File: src/logic/icache_pkg.sv
package icache_pkg;

    // Byte address and word geometry.
    localparam int ADDR_WIDTH = 32;
    localparam int WORD_WIDTH = 32;

    // One line holds LINE_WORDS words, fetched as one burst of LINE_WORDS beats.
    localparam int LINE_WORDS   = 4;
    localparam int OFFSET_WIDTH = 2;

    localparam int SETS        = 16;
    localparam int INDEX_WIDTH = 4;
    localparam int WAYS        = 4;

    // Tag is what is left above index, word offset and the two byte bits.
    localparam int TAG_WIDTH = ADDR_WIDTH - INDEX_WIDTH - OFFSET_WIDTH - 2;

    // Binary tree over the ways: one root bit and one bit per pair.
    localparam int PLRU_BITS = WAYS - 1;

    typedef enum logic [2:0] {
        state_idle,
        state_lookup,
        state_miss,
        state_refill,
        state_fence
    } cache_state_t;

endpackage

File: src/logic/icache_hit_select.sv
`timescale 1ns/10ps

module icache_hit_select (
    input  logic [icache_pkg::WAYS-1:0]                            way_hit,
    input  logic [icache_pkg::WAYS-1:0][icache_pkg::WORD_WIDTH-1:0] way_word,
    output logic                                                   hit,
    output logic [icache_pkg::WAYS-1:0]                            hit_way,
    output logic [icache_pkg::WORD_WIDTH-1:0]                      word
);
    import icache_pkg::*;

    assign hit     = |way_hit;
    assign hit_way = way_hit; // At most one way holds a given tag.

    // AND-OR mux, so no priority logic is needed.
    always_comb begin
        word = '0;
        for (int w = 0; w < WAYS; w++) begin
            word = word | (way_word[w] & {WORD_WIDTH{way_hit[w]}});
        end
    end

endmodule

File: config.mk
export PLATFORM = sky130hd
export DESIGN_NAME = icache_hit_select
export DESIGN_NICKNAME = d
export VERILOG_FILES = /design/src/logic/icache_pkg.sv /design/src/logic/icache_hit_select.sv
export SDC_FILE = /design/constraint.sdc
export NUM_CORES = 1
export LEC_CHECK = 0
export BUFFER_PORTS_ARGS = -buffer_cell sky130_fd_sc_hd__clkbuf_2
export CORE_AREA = 2 2 65 67
export DETAILED_ROUTE_END_ITERATION = 8
export DIE_AREA = 0 0 67 69
export PLACE_DENSITY = 0.73
export RECOVER_POWER = 25
export SETUP_SLACK_MARGIN = 0.2
export SLEW_MARGIN = 20
export SYNTH_ARGS = -nofsm -noshare
export SYNTH_HDL_FRONTEND = slang
export SYNTH_SLANG_ARGS = --single-unit
File: constraint.sdc
create_clock -name vclk -period 0.8
set_input_delay 0.04 -clock vclk [all_inputs]
set_output_delay 0.04 -clock vclk [all_outputs]
set_load 0.02 [all_outputs]
==> impl.org <==
** STA
- Setup violations remaining at the end of the flow were counted as 1.
- Final-report hold violation count :: 0
- After layout, the worst setup slack is -0.05013 ns.
- Highest Clock Rate :: 1176 MHz
- Transition time at the pin with the least slew margin :: 0.2497 ns
- Rel. slew slack :: 83.43%
- Final count of pins violating max slew :: 0
- Counting I/O delays and the setup requirement, the final critical path takes 0.8501 ns.
- On the final layout, the worst hold slack is between 0.3 and 0.4 ns.
- Setup repair after global routing missed its margin :: yes
- Share of the clock period used by the worst path after layout :: 106.3%

** Floorplan
- Row Count :: 23
- In this run the horizontal extent of the chip is between 60 and 70 µm.
- The floorplan step defined a die boundary enclosing 4623 µm².
- From bottom edge to top edge, the die measures 69 µm.
- Area of the core :: 3914 µm²
- Initial Util :: 18.51%
- Boundary Pins :: 169

** Cells and area
- Sequential standard cell area :: 0 µm²
- The post-route netlist has a little over nine tenths of its cells at a drive strength greater than 1.
- The finished cells cover 2399 µm².
- Counting the clock-network buffers in the layout gives 0.
- Number of nets at the end of the flow :: 417
- The library cells used most frequently in the layout, excluding fill and tap cells, are 135 x sky130_fd_sc_hd__clkbuf_2, 58 x sky130_fd_sc_hd__a22oi_2, 30 x sky130_fd_sc_hd__nand2_2.
- The multi-input combinational cells in the finished layout cover a total of 977.2 µm².
- The area growth from synthesis to layout is 231.1%.
- Counting the fill cells in the layout gives 350.
- Sequential cell count of the final layout :: 0
- Most common cell after layout, fill and taps aside :: sky130_fd_sc_hd__clkbuf_2
- ANT cells :: 0

** Detailed routing
- Via/cell ratio :: 4.985
- After detailed routing, the average wire length per cell comes to between 10 and 15 µm.
- Wire segments on met2 add up to around 2600 µm in the final route.
- The final route contains 1660 vias.
- Uppermost routed layer :: met4
- Detailed-route DRC error count :: 0
- Length of the first detailed-routing pass in iterations :: 4
- The count of nets left with antenna violations once routing finished came out at 0.
- After detailed routing, the total wire length is 4819 µm.
- Initial DRC count :: 28
- Met1 WL :: 1733 µm
- Met3 wire length :: 449 µm

** Placed design
- Buffers placed on the I/O ports in this run total 169.
- In this run the cell area measured after placement is approximately 2000 µm².
- Summed over all nets, the half-perimeter wirelength after detailed placement is approximately 3600 µm.
- Placer congestion estimate :: 0.7452
- OpenSTA, run right after detailed placement, puts the worst setup slack at -0.06840 ns.

** Status
- Result of the run :: complete, but fails checks
- Violations in the final reports :: setup timing

** Synth
- Dividing the synthesized area by the synthesized cell count gives 6.192 µm².
- Post-Syn Instances :: between 100 and 150
- For this run, the register share of the synthesized area comes to 0%.
- sky130_fd_sc_hd__a22oi_1 takes more of the synthesized area than any other cell.
- Cell area after synthesis :: 724.4 µm²
- The number of nets in the synthesized netlist is 249.
- Most area-consuming cells after synthesis :: sky130_fd_sc_hd__a22oi_1 66%, sky130_fd_sc_hd__nand2_1 17%, sky130_fd_sc_hd__buf_2 8.3%
- For this run, the number of Yosys warnings is 0.
- Fraction of synthesized cell area taken by the top area cell type :: 66.32%
- Netlist cell types :: 7

** Global routing
- The initial antenna violation count was 0.
- The number of global-route vias before repair is 1626.
- Grt total ovfl :: 0
- The first global-routing pass estimated about 6600 µm of wire.
- Pin count of the biggest net entering global routing :: 21
- In the global route stage, overall resource usage came out at 16.97%.

** Worst setup path
- Critical path class :: in2out
- Worst path arrival time :: slightly above 0.8 ns
- CP startpoint kind :: input pin
- CP max FO :: 3
- Category of the worst setup path capture point :: primary output
- Required time reported for the critical path endpoint :: around 0.76 ns

** Power
- LEAKAGE :: roughly 0.0012 µW
- Power spread over the standard cell area amounts to 672.9 nW/µm².
- The worst-case IR drop observed on VDD is approximately 0.00036 V.
- After layout, the design draws a total of 1614 µW.

** Clocking
- Quantity of hold-fixing buffers added after cts :: 0

** Worst hold path
- Min-delay worst type :: in2out

** Run
- MaxCap Viol Count :: 0
-- per-stage QoR --
stage / std cells / setup TNS (ns) / util, %
after global placement: 324 / -1.173 / 50.61
after detailed placement: 324 / -1.485 / 50.61
final: 333 / -0.05013 / 61.29
after global routing: 333 / -0.1509 / 61.29
after CTS: 325 / -1.070 / 51.79
after floorplan: 117 / 0 / -
-- cell usage after synthesis --
master,count
sky130_fd_sc_hd__clkbuf_1,3
sky130_fd_sc_hd__buf_6,1
sky130_fd_sc_hd__nand2_1,32
sky130_fd_sc_hd__or4_4,1
sky130_fd_sc_hd__a22oi_1,64
sky130_fd_sc_hd__buf_2,12
sky130_fd_sc_hd__buf_4,4
-- layer usage --
layer,track usage (%),vias up
met5,0,-
li1,-,798
met3,2.447,2
met2,36.41,99
met4,0.4535,0
met1,16.83,761
-- kinds of logic (layout without fill, tap and decap cells) --
logic type,Yosys count,in the layout,synth area share (%)
buffers and inverters,20,186,15.54
AND/OR/NAND/NOR,33,33,18.14
AO/OA/AOI/OAI,64,64,66.32
-- path summary, 6_finish.rpt --
check,endpoint,slack (ns),start,cells past startpoint
setup / recovery,hit,-0.05,way_hit[3],3
hold / removal,word[9],0.37,way_word[105],4
-- area by class of cell --
type                       count  share of cell area (%)
timing repair buffer         186                   56.65
tap                           50                   2.608
multi-input combinational     97                   40.74
-- where the power goes --
part	internal, µW	switching (µW)	leakage (µW)	total [µW]
sequential	0	0	0	0
clock	0	0	0	0
combinational	867	747	0.00118	1610
-- critical path: stages --
cell and delay, ns:
sky130_fd_sc_hd__buf_8 0.10, sky130_fd_sc_hd__or4_4 0.52, sky130_fd_sc_hd__buf_6 0.15
-- timing repair --
item | CTS | global route
pin swaps | 0 | 16
setup endpoints to repair | 36 | 36
resized for setup | 5 | 103
setup buffers | 0 | 2
gates cloned | 1 | 6
Note: power is estimated with default switching activity, not from simulation.
