## src/logic/icache_pkg.sv

```systemverilog
package icache_pkg;

    // Byte address and word geometry.
    localparam int ADDR_WIDTH = 32;
    localparam int WORD_WIDTH = 32;

    // One line holds LINE_WORDS words, fetched as one burst of LINE_WORDS beats.
    localparam int LINE_WORDS   = 4;
    localparam int OFFSET_WIDTH = 2;

    localparam int SETS        = 16;
    localparam int INDEX_WIDTH = 4;
    localparam int WAYS        = 4;

    // Tag is what is left above index, word offset and the two byte bits.
    localparam int TAG_WIDTH = ADDR_WIDTH - INDEX_WIDTH - OFFSET_WIDTH - 2;

    // Binary tree over the ways: one root bit and one bit per pair.
    localparam int PLRU_BITS = WAYS - 1;

    typedef enum logic [2:0] {
        state_idle,
        state_lookup,
        state_miss,
        state_refill,
        state_fence
    } cache_state_t;

endpackage

```

## src/logic/icache_way.sv

```systemverilog
`timescale 1ns/10ps

module icache_way (
    input  logic                                clk,
    input  logic                                rst,
    input  logic                                rd_en,
    input  logic [icache_pkg::INDEX_WIDTH-1:0]  rd_index,
    input  logic [icache_pkg::OFFSET_WIDTH-1:0] rd_offset,
    input  logic [icache_pkg::TAG_WIDTH-1:0]    lookup_tag,
    input  logic                                wr_en,
    input  logic [icache_pkg::INDEX_WIDTH-1:0]  wr_index,
    input  logic [icache_pkg::OFFSET_WIDTH-1:0] wr_offset,
    input  logic [icache_pkg::WORD_WIDTH-1:0]   wr_data,
    input  logic                                tag_we,
    input  logic                                inval_en,
    output logic                                hit,
    output logic [icache_pkg::WORD_WIDTH-1:0]   word
);
    import icache_pkg::*;

    logic [SETS-1:0]       valid;
    logic [TAG_WIDTH-1:0]  tag_mem  [SETS];
    logic [WORD_WIDTH-1:0] data_mem [SETS][LINE_WORDS];

    logic                 rd_valid;
    logic [TAG_WIDTH-1:0] rd_tag;

    // Invalidation wins over a tag write to the same set.
    always_ff @(posedge clk or posedge rst) begin
        if (rst) begin
            valid    <= '0;
            rd_valid <= 1'b0;
        end else begin
            if (inval_en) begin
                valid[wr_index] <= 1'b0;
            end else if (wr_en && tag_we) begin
                valid[wr_index] <= 1'b1;
            end
            if (rd_en) begin
                rd_valid <= valid[rd_index];
            end
        end
    end

    always_ff @(posedge clk) begin
        if (wr_en) begin
            data_mem[wr_index][wr_offset] <= wr_data;
            if (tag_we) begin
                tag_mem[wr_index] <= lookup_tag;
            end
        end
        if (rd_en) begin
            rd_tag <= tag_mem[rd_index];
            word   <= data_mem[rd_index][rd_offset];
        end
    end

    // Compared against the registered request tag in the lookup cycle.
    assign hit = rd_valid && (rd_tag == lookup_tag);

endmodule

```

## config.mk

```make
export PLATFORM = sky130hd
export DESIGN_NAME = icache_way
export DESIGN_NICKNAME = d
export VERILOG_FILES = /design/src/logic/icache_pkg.sv /design/src/logic/icache_way.sv
export SDC_FILE = /design/constraint.sdc
export NUM_CORES = 2
export LEC_CHECK = 0
export BUFFER_PORTS_ARGS = -buffer_cell sky130_fd_sc_hd__buf_2
export CORE_UTILIZATION = 40
export DETAILED_ROUTE_END_ITERATION = 7
export HOLD_SLACK_MARGIN = 0.03
export PLACE_DENSITY = 0.55
export SYNTH_ARGS = -nofsm -noshare
export SYNTH_HDL_FRONTEND = slang
export SYNTH_SLANG_ARGS = --single-unit
```

## constraint.sdc

```tcl
create_clock -name clk -period 2.6 [get_ports clk]
set_input_delay 0.39 -clock clk [delete_from_list [all_inputs] [get_ports clk]]
set_output_delay 0.39 -clock clk [all_outputs]
set_load 0.02 [all_outputs]
```

==> qor.txt <==
Clock Latency Late Sink -> 930 ps
FMAX -> 347.5 MHz
Via density -> 5.799
synth top area cells -> edfxtp_1 (79%), mux4_2 (15%), a22oi_1 (0.87%)
Period minus WS final -> 2877 ps
Worst Tran Pin Value -> 1059 ps
Synth Register Bits -> 2505
Min-Delay Path Class -> primary input to register
die height -> 488.6 um
Post-synth top cells -> edfxtp_1 (2488), mux4_2 (634), a22oi_1 (110), nor2_1 (95), clkbuf_1 (87)
routability cong. -> 0.7790
clock skew -> 68.24 ps
largest net degree at the start of global routing -> 65
clk root buf -> clkbuf_16
most used cell, CP -> nor4_2
Min Hold Slack -> 100.7 ps
Remaining DRCs -> 0
syn_nets -> 4077
FFs w/ async S/R, synth -> 0.6786%
Crit path arrival time -> 2490 ps
# placed instances -> 7494
power per cell area -> 768.6 nW/um2
worst vdd ir -> 0.0008108 V
Initial DRC Count -> 5370
Yosys cell types -> 41
initial antenna violation count -> 23
average size of a mapped cell -> 23.66 um2
post-CTS setup buffers -> 0
clock tree buffer depth -> 4
CP Cell Sequence -> xor2_1, nor4_2, nand3_2, nor4_2, buf_4, buf_6
CTS tree -> done
Switching Share -> 21.00%
Synth top area share -> 78.87%
post-synth top area cell -> edfxtp_1
Core Util, Final -> 48.16%
crit path launch type -> register
Crit path largest cell delay -> 400 ps
GR Overflow Total -> 0
critical path class -> register to output pin
first-pass GRT wire length -> 364000 um
CP Capture Type -> output pin
Leak -> 35.60 nW
GRT Resource Usage Total -> 21.81%
CTS sink cnt -> 2505
# rows -> 178
Crit Path Max Fanout -> 1
Ports -> 107
CP max stage cell -> edfxtp_1
Metal-1 WL -> 111500 um
Starting Density -> 40.24%
Clock Power Share -> 42.9%
WL final -> 258300 um
Cell Count, Final, Fillers Out -> 8012
layout cells sized above 1 -> 34.44%
top sig layer -> met5
area grow syn2layout -> 19.67%
fin crit share -> 110.7%
Horiz. Die Dim -> 488.6 um
internal power -> 68.83 mW
Clock transition at path regs -> 60 ps
final hold vios -> 0
vias in the first global route -> 47378
status -> complete, but fails checks
Num CTS Buffers -> 279
RSZ-0062 raised after global routing -> yes
total core area -> 235400 um2
total power -> 87.13 mW
Buffers & Inverters on Critical Path -> 2
part of the power in combinational logic -> 5.4%
fin. max-slew vios -> 0
sw power -> 18.30 mW
DP Worst Slack -> -376.2 ps
count leader, synth -> edfxtp_1
Nets -> 4734
Slew HR -> 29.37%
Max Cap Viol -> 0
DR WL met3 -> 20450 um
Met2 Wirelength -> 122200 um
Routed wire per std cell -> 32.24 um
Main synth FF type -> edfxtp_1
Yosys warnings -> 0
Pre-Repair DR Iteration Count -> 5
DRT antenna net count -> 0
failing checks -> setup timing
worst setup margin -> -277.4 ps
H-tree levels -> 5
Mapped Cells -> 4003
DR vias -> 46458
Setup-failing EPs final -> 1
Die Footprint -> 238800 um2
sequential fraction of the synthesis area -> 79.32%
number of synthesized flops with an enable pin -> 2488
Post-DP HPWL -> 145000 um
Flop pwr share -> 51.7%
Port Buffers -> 106
mapped cell area -> 94730 um2
Top delay family on crit path -> simple AND/OR/NAND/NOR gates
worst path required time -> 2210 ps
==> registers in the layout (all words and copies together) (netlist names), named ones only <==
name      flops
data_mem   2048
tag_mem     384
word         32
rd_tag       24
rd_valid      1
==> placed cells by master, fill, tap and decap left out, types with 33 or more instances in the layout <==
| master | Yosys | routed |
|---|---|---|
| buf_2 | 60 | 100 |
| nor2_4 | 0 | 81 |
| dlygate4sd3_1 | 0 | 35 |
| mux2i_1 | 33 | 33 |
| buf_12 | 0 | 178 |
| clkbuf_16 | 0 | 287 |
| clkbuf_1 | 87 | 67 |
| a22oi_1 | 110 | 110 |
| clkinv_1 | 0 | 36 |
| clkinv_2 | 0 | 43 |
| edfxtp_1 | 2488 | 2488 |
| o221ai_1 | 44 | 44 |
| buf_4 | 38 | 275 |
| mux4_2 | 634 | 634 |
| o22ai_1 | 53 | 53 |
| nand3_1 | 60 | 57 |
| nor2b_1 | 37 | 34 |
==> path summary, 6_finish.rpt <==
check	to	cells after the start	slack (ps)	startpoint
setup / recovery	hit	6	-280	rd_tag[11]$_DFFE_PP_
max in group asynchronous	asynchronous set/reset pin	3	1940	rst
min in group asynchronous	asynchronous set/reset pin	3	140	rst
setup reg to reg	word[1]$_DFFE_PP_	7	340	data_mem[4][33]$_DFFE_PP_
hold / removal	data_mem[4][37]$_DFFE_PP_	1	100	wr_data[5]
hold reg to reg	register	1	480	register
==> power groups by stage <==
stage          Clock [mW]  Combinational (mW)  Sequential, mW
5_1_grt              39.6                4.95            45.1
3_3_place_gp            0                4.58            45.9
3_5_place_dp            0                4.64            45.9
6_report             37.4                4.66            45.1
2_1_floorplan           0                2.19            45.9
4_1_cts              38.1                4.70            45.1
==> layout make-up <==
class                      instances  area, um2
antenna                           13      32.53
clock buffer                     356       7461
clock inverter                   114       1050
fill                           18952     122000
inverter                           2      7.507
multi-input combinational       1280      19200
sequential                      2505      75140
tap                             3150       3941
timing repair buffer             592       6535
==> cell families (layout without fill, tap and decap cells) <==
logic type	count (synthesis)	in the layout	share of synthesized area, %
xor+xnor	24	24	0.2219
buf+inv	218	1064	1.133
simple gates	281	281	1.465
compound gates	297	297	2.310
other cells	0	13	0
flops	2505	2505	79.32
mux	678	678	15.55
==> layer usage <==
metal,vias to the layer above,track usage (%)
li1,18679,-
met1,25631,31.89
met2,1827,33.87
met3,315,4.365
met4,6,4.660
met5,-,0
==> repair_timing <==
item,4_1_cts,5_1_grt
pin swaps,3,3
hold endpoints to repair,763,0
gates resized for setup,6,3
endpoints found under the setup margin,1,1
hold buffers,35,0
==> metrics by stage <==
step	setup TNS [ps]	area [um2]
final	-277.4	113400
after CTS	-401.4	113300
after floorplan	-175480	94790
after global routing	-424.0	113300
after detailed placement	-6447	104400
after global placement	-5692	104400
No activity file was read; power rests on OpenSTA's default activity.
