==> src/logic/icache_pkg.sv <==
package icache_pkg;

    // Byte address and word geometry.
    localparam int ADDR_WIDTH = 32;
    localparam int WORD_WIDTH = 32;

    // One line holds LINE_WORDS words, fetched as one burst of LINE_WORDS beats.
    localparam int LINE_WORDS   = 4;
    localparam int OFFSET_WIDTH = 2;

    localparam int SETS        = 16;
    localparam int INDEX_WIDTH = 4;
    localparam int WAYS        = 4;

    // Tag is what is left above index, word offset and the two byte bits.
    localparam int TAG_WIDTH = ADDR_WIDTH - INDEX_WIDTH - OFFSET_WIDTH - 2;

    // Binary tree over the ways: one root bit and one bit per pair.
    localparam int PLRU_BITS = WAYS - 1;

    typedef enum logic [2:0] {
        state_idle,
        state_lookup,
        state_miss,
        state_refill,
        state_fence
    } cache_state_t;

endpackage

==> src/logic/icache_plru.sv <==
`timescale 1ns/10ps

module icache_plru (
    input  logic                               clk,
    input  logic                               rst,
    input  logic                               touch_en,
    input  logic [icache_pkg::INDEX_WIDTH-1:0] touch_index,
    input  logic [icache_pkg::WAYS-1:0]        touch_way,
    input  logic [icache_pkg::INDEX_WIDTH-1:0] victim_index,
    output logic [icache_pkg::WAYS-1:0]        victim_way
);
    import icache_pkg::*;

    // Bit 0 is the root, bit 1 picks within ways 0/1, bit 2 within ways 2/3.
    logic [SETS-1:0][PLRU_BITS-1:0] tree;
    logic [PLRU_BITS-1:0]           victim_bits;
    logic                           touch_right;
    logic                           touch_odd;

    assign victim_bits = tree[victim_index];
    assign touch_right = touch_way[2] | touch_way[3];
    assign touch_odd   = touch_way[1] | touch_way[3];

    always_comb begin
        victim_way = '0;
        if (!victim_bits[0]) begin
            victim_way[{1'b0, victim_bits[1]}] = 1'b1;
        end else begin
            victim_way[{1'b1, victim_bits[2]}] = 1'b1;
        end
    end

    // Both bits on the touched path are turned to point away from it.
    always_ff @(posedge clk or posedge rst) begin
        if (rst) begin
            tree <= '0;
        end else if (touch_en) begin
            tree[touch_index][0] <= !touch_right;
            if (touch_right) begin
                tree[touch_index][2] <= !touch_odd;
            end else begin
                tree[touch_index][1] <= !touch_odd;
            end
        end
    end

endmodule

==> config.mk <==
export PLATFORM = sky130hd
export DESIGN_NAME = icache_plru
export DESIGN_NICKNAME = d
export VERILOG_FILES = /design/src/logic/icache_pkg.sv /design/src/logic/icache_plru.sv
export SDC_FILE = /design/constraint.sdc
export NUM_CORES = 1
export LEC_CHECK = 0
export BUFFER_PORTS_ARGS = -buffer_cell sky130_fd_sc_hd__buf_2
export CAP_MARGIN = 30
export CORE_UTILIZATION = 30
export CTS_BUF_LIST = sky130_fd_sc_hd__clkbuf_4 sky130_fd_sc_hd__clkbuf_8
export DETAILED_ROUTE_END_ITERATION = 10
export PLACE_DENSITY = 0.43
export RECOVER_POWER = 25
export SYNTH_ARGS = -nofsm -noshare
export SYNTH_HDL_FRONTEND = slang
export SYNTH_SLANG_ARGS = --single-unit
==> constraint.sdc <==
create_clock -name clk -period 5.1 [get_ports clk]
set_input_delay 1.02 -clock clk [delete_from_list [all_inputs] [get_ports clk]]
set_output_delay 1.02 -clock clk [all_outputs]
set_load 0.02 [all_outputs]
==> qor.txt <==
CP Capture Type: output port
Num CTS Buffers: 5
Worst hold path cell count: 1
CTS Sinks: 48
Syn nets: 232
Die width: 92.9 um
Area occupied by multi-input gates: 0.00118 mm^2
Crit Path Category: in -> out
Slew headroom: -3.43%
Gr ovfl total: 0
Worst Clk Skew: 0 ns
Die Y: 92.9 um
CP peak stage delay: 0.67 ns
Finished Core Util: 35.4%
Dpl hpwl: 4260 um
Vias/cell: 5.24
Boundary Pins: 19
MaxCap Viol Count: 1
Biggest regs: tree x48
Inserted Diodes: 0
Max reg flops: 48
Hold bufs inserted after CTS: 0
Initial antenna violation count: 0
# H-tree levels: 2
Max Clock Freq: 0.268 GHz
Via count: 1751
Final min period: 3.74 ns
First-pass GRT wire length: 9600 um
Final Slew Violations: 29
Setup crit start kind: input port
Final GP Congestion: 0.743
Sw Ratio: 27.1%
Pre-antenna DRT Iters: 4
Yosys reg bits: 48
Synth Instances: 217
Top cell by count, worst path: buf_2
Sw power: 0.250 mW
VDD IR max: 114 uV
RSZ-0062 raised after global routing: false
Clock Pin Slew Worst Setup and Hold Paths: 0.08 ns
Layout Area Growth over Synthesis: 12.0%
CTS tree: done
Netlist Area Pre-Place: 0.00248 mm^2
Flip-flop and latch area: 0.00120 mm^2
Status: complete, but fails checks
Logic pwr share: 18.6%
Max FO, Critical Path: 12
Setup Viol. Count Final: 0
Power per cell area: 332 mW/mm^2
# port buffers: 17
Crit path depth: 6
Layout cells sized above 1: 17.2%
Yosys warnings: 0
Critical path's slowest cell: mux4_1
Hold Crit Class: reg -> reg
Count of final hold-check violations: 0
Setup_tns: 0 ns
Starting Density: 31.6%
Buf/Inv on CP: 2
# DRC: 0
Die area: 0.00863 mm^2
Seq/Total Area, Yosys: 48.5%
CTS root buf: clkbuf_8
Seq pwr share: 51.0%
Vias in the first global route: 1635
Post-route cell area: 0.00278 mm^2
CP delay by family, top: multiplexers
Max Root-Sink Buffers: 2
Avg Cell Area, Syn: 11.4 um^2
Detail Route Antenna Nets: 0
Total track usage: 15.1%
Post-synth cell types: 38
Clk pwr share: 30.4%
Slew @ Worst Pin: 1.55 ns
Dpl cell area: 0.00268 mm^2
Final wirelength: 6060 um
Site Rows: 32
Arrival @ worst endpoint: 2.72 ns
Core ar.: 0.00785 mm^2
Static Leak: 1.26 nW
Pin count of the biggest net entering global routing: 29
Clock Latency Late Sink: 0.30 ns
Starting DRT DRC Count: 100
Fin crit share: 73.3%
Largest Register: tree
Post-CTS Repair Setup Buffers: 0
Failing checks: max-capacitance violations, max-slew violations
Fillers: 826
Worst r2r path cells: 1
Critical path, cell by cell: buf_2, mux4_1, a22oi_1, and3_1, nor2b_1, buf_2
Cell-internal power: 0.672 mW
WL per Instance: 18.2 um
Post-cts sizing count: 0
Worst Path Required: 4.08 ns
Fin nets: 246
==> final cells by class <==
class | instances | share of cell area, %
Clock buffer | 6 | 2.75
Clock inverter | 2 | 1.26
Inverter | 8 | 1.08
Multi-Input combinational cell | 148 | 42.6
Sequential cell | 48 | 43.3
Tap cell | 102 | 4.60
Timing Repair Buffer | 20 | 4.46
==> synthesized netlist by cell type <==
cell | n | share of area, %
a22oi_2 | 1 | 0.50
dfrtp_1 | 48 | 48
nor2b_1 | 6 | 1.5
o21ai_1 | 4 | 0.81
clkbuf_1 | 4 | 0.61
nand2b_1 | 5 | 1.3
o41ai_1 | 6 | 2.1
nand3_1 | 9 | 1.8
and4bb_2 | 1 | 0.50
nand3_2 | 1 | 0.40
buf_2 | 7 | 1.4
nor2_1 | 15 | 2.3
o21ai_0 | 10 | 2.0
or2_1 | 1 | 0.25
buf_6 | 1 | 0.45
a22oi_1 | 2 | 0.61
nand2_1 | 17 | 2.6
or4_1 | 1 | 0.30
nor3_2 | 2 | 0.81
mux2_1 | 14 | 6.4
and3_1 | 1 | 0.25
inv_2 | 1 | 0.15
and2_1 | 1 | 0.25
nand4b_1 | 1 | 0.35
nor4_2 | 1 | 0.50
nor3_1 | 6 | 1.2
a31oi_1 | 6 | 1.5
mux4_1 | 8 | 8.5
or3_1 | 1 | 0.25
mux2i_1 | 5 | 2.0
mux4_2 | 4 | 3.6
mux2_2 | 1 | 0.45
inv_1 | 7 | 1.1
o31ai_1 | 2 | 0.61
nand4_1 | 3 | 0.76
a21o_1 | 5 | 1.5
a21oi_1 | 8 | 1.6
buf_4 | 1 | 0.30
==> routing by layer <==
layer  global-route usage (%)  wire, um
met1                     21.7      3040
met2                     23.0      2780
met3                     2.79       175
met4                     4.23        68
met5                        0         0
==> kinds of logic (layout without fill, tap and decap cells) <==
| kind of cell | count (synthesis) | in the layout | synth area share (%) |
|---|---|---|---|
| AND/OR/NAND/NOR | 72 | 72 | 15.3 |
| buffers and inverters | 21 | 36 | 3.99 |
| AO/OA/AOI/OAI | 44 | 44 | 11.3 |
| flip-flops | 48 | 48 | 48.5 |
| multiplexers | 32 | 32 | 20.9 |
==> cells in the final DEF, fill, tap and decap left out, types with 2 or more instances in the layout <==
cell and count:
inv_1 7, o41ai_1 6, nand3_1 9, a21oi_1 8, nor2b_1 6, nor3_1 6
nand4_1 3, mux4_1 8, a31oi_1 6, o21ai_0 10, dfrtp_1 48, o21ai_1 4
buf_2 17, a21o_1 5, mux4_2 4, o31ai_1 2, mux2i_1 5, a22oi_1 2
nand2b_1 5, nand2_1 17, mux2_1 14, clkbuf_8 5, nor3_2 2, nor2_1 14
==> power by group through the flow <==
stage	clock, mW	combinational (mW)	sequential (mW)
3_3_place_gp	0	0.168	0.478
4_1_cts	0.286	0.175	0.471
2_1_floorplan	0	0.129	0.466
3_5_place_dp	0	0.175	0.478
5_1_grt	0.303	0.189	0.478
6_report	0.281	0.171	0.470
==> per-stage QoR <==
| step | hold slack [ns] | power, mW | worst slack [ns] | cells |
|---|---|---|---|---|
| 2_1_floorplan | 0.440 | 0.594 | 1.83 | 217 |
| 3_3_place_gp | 0.458 | 0.646 | 1.37 | 324 |
| 3_5_place_dp | 0.461 | 0.653 | 1.36 | 326 |
| 4_1_cts | 0.481 | 0.932 | 1.36 | 334 |
| 5_1_grt | 0.508 | 0.970 | 1.23 | 334 |
| 6_report | 0.479 | 0.922 | 1.36 | 334 |
==> path summary, 6_finish.rpt <==
check,end,slack [ns],start
worst max-delay path,victim_way[0],1.36,victim_index[0]
worst min-delay path,tree[12]$_DFFE_PP0P_,0.48,tree[12]$_DFFE_PP0P_
worst max register to register,tree[20]$_DFFE_PP0P_,4.30,tree[20]$_DFFE_PP0P_
worst min register to register,tree[12]$_DFFE_PP0P_,0.48,tree[12]$_DFFE_PP0P_
max in group asynchronous,tree[27]$_DFFE_PP0P_,2.35,rst
min in group asynchronous,tree[33]$_DFFE_PP0P_,0.86,rst
No activity file was read; power rests on OpenSTA's default activity.
