===== src/logic/icache_pkg.sv =====
package icache_pkg;

    // Byte address and word geometry.
    localparam int ADDR_WIDTH = 32;
    localparam int WORD_WIDTH = 32;

    // One line holds LINE_WORDS words, fetched as one burst of LINE_WORDS beats.
    localparam int LINE_WORDS   = 4;
    localparam int OFFSET_WIDTH = 2;

    localparam int SETS        = 16;
    localparam int INDEX_WIDTH = 4;
    localparam int WAYS        = 4;

    // Tag is what is left above index, word offset and the two byte bits.
    localparam int TAG_WIDTH = ADDR_WIDTH - INDEX_WIDTH - OFFSET_WIDTH - 2;

    // Binary tree over the ways: one root bit and one bit per pair.
    localparam int PLRU_BITS = WAYS - 1;

    typedef enum logic [2:0] {
        state_idle,
        state_lookup,
        state_miss,
        state_refill,
        state_fence
    } cache_state_t;

endpackage


===== src/logic/icache_ctrl.sv =====
`timescale 1ns/10ps

module icache_ctrl (
    input  logic                                      clk,
    input  logic                                      rst,
    input  logic                                      fetch_valid,
    input  logic [icache_pkg::ADDR_WIDTH-1:0]         fetch_addr,
    output logic                                      fetch_ready,
    output logic                                      resp_valid,
    output logic [icache_pkg::WORD_WIDTH-1:0]         resp_data,
    output logic                                      ar_valid,
    output logic [icache_pkg::ADDR_WIDTH-1:0]         ar_addr,
    input  logic                                      ar_ready,
    input  logic                                      r_valid,
    input  logic [icache_pkg::WORD_WIDTH-1:0]         r_data,
    input  logic                                      r_last,
    input  logic                                      fence_req,
    output logic                                      fence_done,
    output logic                                      rd_en,
    output logic [icache_pkg::INDEX_WIDTH-1:0]        rd_index,
    output logic [icache_pkg::OFFSET_WIDTH-1:0]       rd_offset,
    output logic [icache_pkg::TAG_WIDTH-1:0]          lookup_tag,
    output logic [icache_pkg::WAYS-1:0]               wr_way,
    output logic [icache_pkg::INDEX_WIDTH-1:0]        wr_index,
    output logic [icache_pkg::OFFSET_WIDTH-1:0]       wr_offset,
    output logic [icache_pkg::WORD_WIDTH-1:0]         wr_data,
    output logic                                      tag_we,
    output logic                                      inval_en,
    input  logic                                      hit,
    input  logic [icache_pkg::WAYS-1:0]               hit_way,
    input  logic [icache_pkg::WORD_WIDTH-1:0]         hit_word,
    input  logic [icache_pkg::WAYS-1:0]               victim_way,
    output logic                                      touch_en,
    output logic [icache_pkg::INDEX_WIDTH-1:0]        touch_index,
    output logic [icache_pkg::WAYS-1:0]               touch_way,
    output logic [icache_pkg::INDEX_WIDTH-1:0]        victim_index
);
    import icache_pkg::*;

    cache_state_t state;

    // Request register, loaded on every accepted fetch.
    logic [TAG_WIDTH-1:0]    req_tag;
    logic [INDEX_WIDTH-1:0]  req_index;
    logic [OFFSET_WIDTH-1:0] req_offset;

    // Miss buffer.
    logic [WAYS-1:0]         victim_reg;
    logic [OFFSET_WIDTH-1:0] beat_cnt;
    logic [WORD_WIDTH-1:0]   miss_buf;
    logic                    miss_resp;

    logic [INDEX_WIDTH-1:0]  fence_idx;

    logic lookup_hit;
    logic lookup_miss;
    logic refill_beat;
    logic refill_last;
    logic fence_last;

    assign lookup_hit  = (state == state_lookup) && hit;
    assign lookup_miss = (state == state_lookup) && !hit;
    assign refill_beat = (state == state_refill) && r_valid;
    assign refill_last = refill_beat && r_last;
    assign fence_last  = (state == state_fence) && (fence_idx == INDEX_WIDTH'(SETS - 1));

    // A hit frees the lookup stage, so the next fetch can overlap the response.
    assign fetch_ready = ((state == state_idle) && !fence_req) || lookup_hit;

    assign rd_en      = fetch_valid && fetch_ready;
    assign rd_index   = fetch_addr[OFFSET_WIDTH+2 +: INDEX_WIDTH];
    assign rd_offset  = fetch_addr[2 +: OFFSET_WIDTH];
    assign lookup_tag = req_tag; // Also the tag written on refill.

    assign resp_valid = lookup_hit || miss_resp;
    assign resp_data  = miss_resp ? miss_buf : hit_word;

    assign ar_valid = (state == state_miss);
    assign ar_addr  = {req_tag, req_index, {(OFFSET_WIDTH + 2){1'b0}}};

    assign wr_way    = {WAYS{refill_beat}} & victim_reg;
    assign wr_index  = (state == state_fence) ? fence_idx : req_index;
    assign wr_offset = beat_cnt;
    assign wr_data   = r_data;
    assign tag_we    = refill_last;
    assign inval_en  = (state == state_fence);

    assign touch_en     = lookup_hit || refill_last;
    assign touch_index  = req_index;
    assign touch_way    = refill_last ? victim_reg : hit_way;
    assign victim_index = req_index;

    always_ff @(posedge clk or posedge rst) begin
        if (rst) begin
            state      <= state_idle;
            beat_cnt   <= '0;
            fence_idx  <= '0;
            miss_resp  <= 1'b0;
            fence_done <= 1'b0;
        end else begin
            case (state)
                state_idle: begin
                    if (fence_req) begin
                        state     <= state_fence;
                        fence_idx <= '0;
                    end else if (fetch_valid) begin
                        state <= state_lookup;
                    end
                end
                state_lookup: begin
                    if (!hit) begin
                        state <= state_miss;
                    end else if (!fetch_valid) begin
                        state <= state_idle;
                    end
                end
                state_miss: begin
                    if (ar_ready) begin
                        state    <= state_refill;
                        beat_cnt <= '0;
                    end
                end
                state_refill: begin
                    if (r_valid) begin
                        beat_cnt <= beat_cnt + 1'b1; // Beats arrive in word order.
                        if (r_last) begin
                            state <= state_idle;
                        end
                    end
                end
                state_fence: begin
                    fence_idx <= fence_idx + 1'b1;
                    if (fence_last) begin
                        state <= state_idle;
                    end
                end
                default: state <= state_idle;
            endcase
            miss_resp  <= refill_last;
            fence_done <= fence_last;
        end
    end

    always_ff @(posedge clk) begin
        if (rd_en) begin
            req_tag    <= fetch_addr[ADDR_WIDTH-1 -: TAG_WIDTH];
            req_index  <= rd_index;
            req_offset <= rd_offset;
        end
        if (lookup_miss) begin
            victim_reg <= victim_way; // Held for the whole refill.
        end
        if (refill_beat && (beat_cnt == req_offset)) begin
            miss_buf <= r_data;
        end
    end

endmodule


===== config.mk =====
export PLATFORM = sky130hd
export DESIGN_NAME = icache_ctrl
export DESIGN_NICKNAME = d
export VERILOG_FILES = /design/src/logic/icache_pkg.sv /design/src/logic/icache_ctrl.sv
export SDC_FILE = /design/constraint.sdc
export NUM_CORES = 1
export LEC_CHECK = 0
export BUFFER_PORTS_ARGS = -buffer_cell sky130_fd_sc_hd__buf_2
export CORE_ASPECT_RATIO = 0.75
export CORE_MARGIN = 4
export CORE_UTILIZATION = 39
export DETAILED_ROUTE_END_ITERATION = 12
export GPL_ROUTABILITY_DRIVEN = 0
export PLACE_DENSITY = 0.79
export SETUP_SLACK_MARGIN = 0.05
export SYNTH_ARGS = -nofsm -noshare
export SYNTH_HDL_FRONTEND = slang
export SYNTH_SLANG_ARGS = --single-unit

===== constraint.sdc =====
create_clock -name clk -period 5.9 [get_ports clk]
set_clock_uncertainty 0.15 [all_clocks]
set_input_delay 0.295 -clock clk [delete_from_list [all_inputs] [get_ports clk]]
set_output_delay 0.295 -clock clk [all_outputs]
set_load 0.005 [all_outputs]

==> metrics.md <==
| Metric | Value |
|---|---|
| Avg Inst Size Synth | `about 14 sq um` |
| Max cap viols | `0` |
| Number of CTS-inserted buffers | `9` |
| Power, Total | `about 1.5 mW` |
| Drt drc | `0` |
| Growth of design area from synthesis to finish | `45.9%` |
| Htree depth | `3` |
| FILL cells | `around 730` |
| Post-route minimum period | `2500 ps` |
| Largest net degree at the start of global routing | `33` |
| Mapped Cells | `about 260` |
| Hold path depth | `1` |
| CTS Root Cell | `clkbuf_16` |
| Top Ports | `between 200 and 300` |
| Clock tree buffer depth | `2` |
| CP max FO | `14` |
| Cell count along the critical path | `4` |
| Critical Path RT | `5450 ps` |
| CP startpoint kind | `flop` |
| Synth async-reset ratio | `14.3%` |
| Min-delay worst type | `in2reg` |
| Die ar. | `11100 sq um` |
| CP top delay family | `simple AND/OR/NAND/NOR gates` |
| Die height | `slightly above 90 um` |
| Setup tns final | `0 ps` |
| Cell row count | `30` |
| Final WL | `10.7 mm` |
| Vias | `2934` |
| Hold violation count in the final report | `0` |
| First-pass GRT wire length | `15.7 mm` |
| LEAKAGE | `between 2 and 2.5 nW` |
| Max Clk Rate | `~400 MHz` |
| Wire per inst | `around 17 um` |
| Most flop-heavy register | `miss_buf` |
| Initial antenna violation count | `0` |
| Critical path cell sequence | `nand2b_1 > nor3_4 > mux2_2 > buf_2` |
| Final Cycle Share | `42.3%` |
| Ant. Diodes | `0` |
| EDFF count, synth | `66` |
| Initial DRT Pass Iterations | `4` |
| Clock-pin slew on the worst setup and hold paths | `approximately 60 ps` |
| Number of global-route vias before repair | `about 3000` |
| Endpoint class of the critical path | `output pin` |
| Critical-path top delay cell | `dfrtp_1` |
| Area of the multi-input gates | `~840 sq um` |
| Dominant synthesized flop cell | `edfxtp_1` |
| CTS tree | `built` |
| Post-CTS sizing | `0` |
| Final HPWL DP | `7.74 mm` |
| Number of I/O port buffers | `between 200 and 300` |
| Seq/Total Area, Yosys | `between 60% and 70%` |
| Max incr delay on CP | `between 500 and 600 ps` |
| Worst path buffer plus inverter count | `1` |
| Cell Area, Synth | `3690 sq um` |
| Antenna viol nets, final | `0` |
| Pin slew with the least headroom to its limit | `between 600 and 700 ps` |
| All-layer global routing usage | `a little under a fifth` |
| RSZ-0062 raised after global routing | `no` |
| Clock Latency Late Sink | `approximately 330 ps` |
| WP data arrival | `2050 ps` |
| Yosys reg bits | `77` |
| Pins Over Slew Limit | `0` |
| Max_slew headroom | `between 50% and 60%` |
| Vias per cell | `roughly 4.6` |
| Synthesis Warnings | `0` |
| Peak supply drop | `0.253 mV` |
| Initial DRC count | `74` |
| Core Area | `around 9100 sq um` |
| Clk sinks | `between 70 and 80` |
| Register Area | `about 2300 sq um` |
| Kind of critical path | `reg2out` |
| Status | `finished, final reports clean` |
| Chip Width | `between 100 and 150 um` |
| Yosys cell types | `37` |
| Initial Utilization | `roughly two fifths` |
| Max reg flops | `32` |
| Final setup viols | `0` |
| Nets | `~600` |
| Power density of the placed cells | `between 200 and 300 nW/um^2` |
| FF-to-FF path depth | `4` |
| Layout cells sized above 1 | `a little under two thirds` |
| Total gr overflow | `0` |
-- synthesized netlist by cell type, types with 2 or more instances --
cell      count  share of area [%]
buf_4        74                 15
edfxtp_1     66                 54
mux2_2       40                 12
dfrtp_1      11                7.5
nor2_1        7               0.71
o21ai_0       7               0.95
a21oi_1       4               0.54
and2_1        4               0.68
buf_2         4               0.54
nor2b_1       4               0.68
nand2_1       3               0.31
nand3_1       3               0.41
a41oi_1       2               0.47
and3_1        2               0.34
clkbuf_1      2               0.20
inv_1         2               0.20
nor4b_1       2               0.47
or2_2         2               0.34
xnor2_1       2               0.47
-- path summary, 6_finish.rpt --
path / from / endpoint / slack (ps)
worst max register to register: state[1] / miss_buf[31] / 3680
worst min register to register: fence_idx[3] / fence_idx[3] / 420
min in group asynchronous: rst / fence_idx[0] / 360
worst max-delay path: state[2] / touch_way[0] / 3400
max in group asynchronous: rst / fence_idx[2] / 4950
worst min-delay path: r_data[23] / miss_buf[23] / 10
-- cells by family (layout without fill, tap and decap cells) --
family,count (synthesis),after routing,share of synthesized area [%]
AOI/OAI and AO/OA,19,19,3.22
xor gates and xnor gates,2,2,0.475
adders and majority gates,1,1,0.339
buffers and inverters,84,332,16.4
DFF,77,77,61.2
muxes,40,40,12.2
other,1,4,0.102
and+or+nand+nor,35,35,6.07
-- layout make-up --
class                      instances  share of cell area, %
clock buffer                      10                   4.25
clock inverter                     6                   1.18
inverter                           3                  0.209
multi-input combinational        101                   15.7
sequential                        77                   41.9
tap                              128                   2.97
timing repair buffer             313                   33.8
-- cells in the final DEF (no fill, tap or decap), drive strengths merged, types with 2 or more instances in the layout --
cell,n
clkinv,3
nor2b,4
conb,4
o21ai,7
nor3,2
a21oi,4
a41oi,2
buf,264
or2,2
inv,3
xnor2,2
and2,4
clkbuf,10
nor2,7
nor4b,2
nand3,3
clkinvlp,2
nand2,3
edfxtp,66
dlygate4sd3,49
dfrtp,11
and3,2
mux2,40
-- stage by stage --
stage                     area [sq um]  util [%]  hold slack, ps  instances  setup WS, ps
after global routing              5390      59.0          0.0338        638          3270
after global placement            4600      50.5             151        573          3730
final                             5390      59.0            14.9        638          3400
after floorplan                   3700         -           -2.56        262          1180
after CTS                         5370      58.8           0.153        636          3390
after detailed placement          4600      50.5             156        573          3670
-- layer usage --
layer | vias up | share of wire (%) | track usage [%] | routed length (um)
met5 | - | 0 | 0 | 0
met4 | 0 | 2.3 | 6.04 | 244
met1 | 1384 | 37 | 20.6 | 3930
met2 | 180 | 51 | 32.2 | 5470
met3 | 22 | 9.7 | 6.66 | 1040
li1 | 1348 | - | - | -
-- timing repair --
item / 4_1_cts / 5_1_grt
setup buffers: 0 / 0
hold buffers: 47 / 2
endpoints found under the hold margin: 57 / 2
-- power by group --
group	total, mW	switching, mW	internal [mW]	leakage, nW
Clock	0.534	0.207	0.326	0.138
Sequential	0.684	0.0507	0.633	0.733
Combinational	0.276	0.115	0.161	1.58
Power figures use the tool's default switching activity.
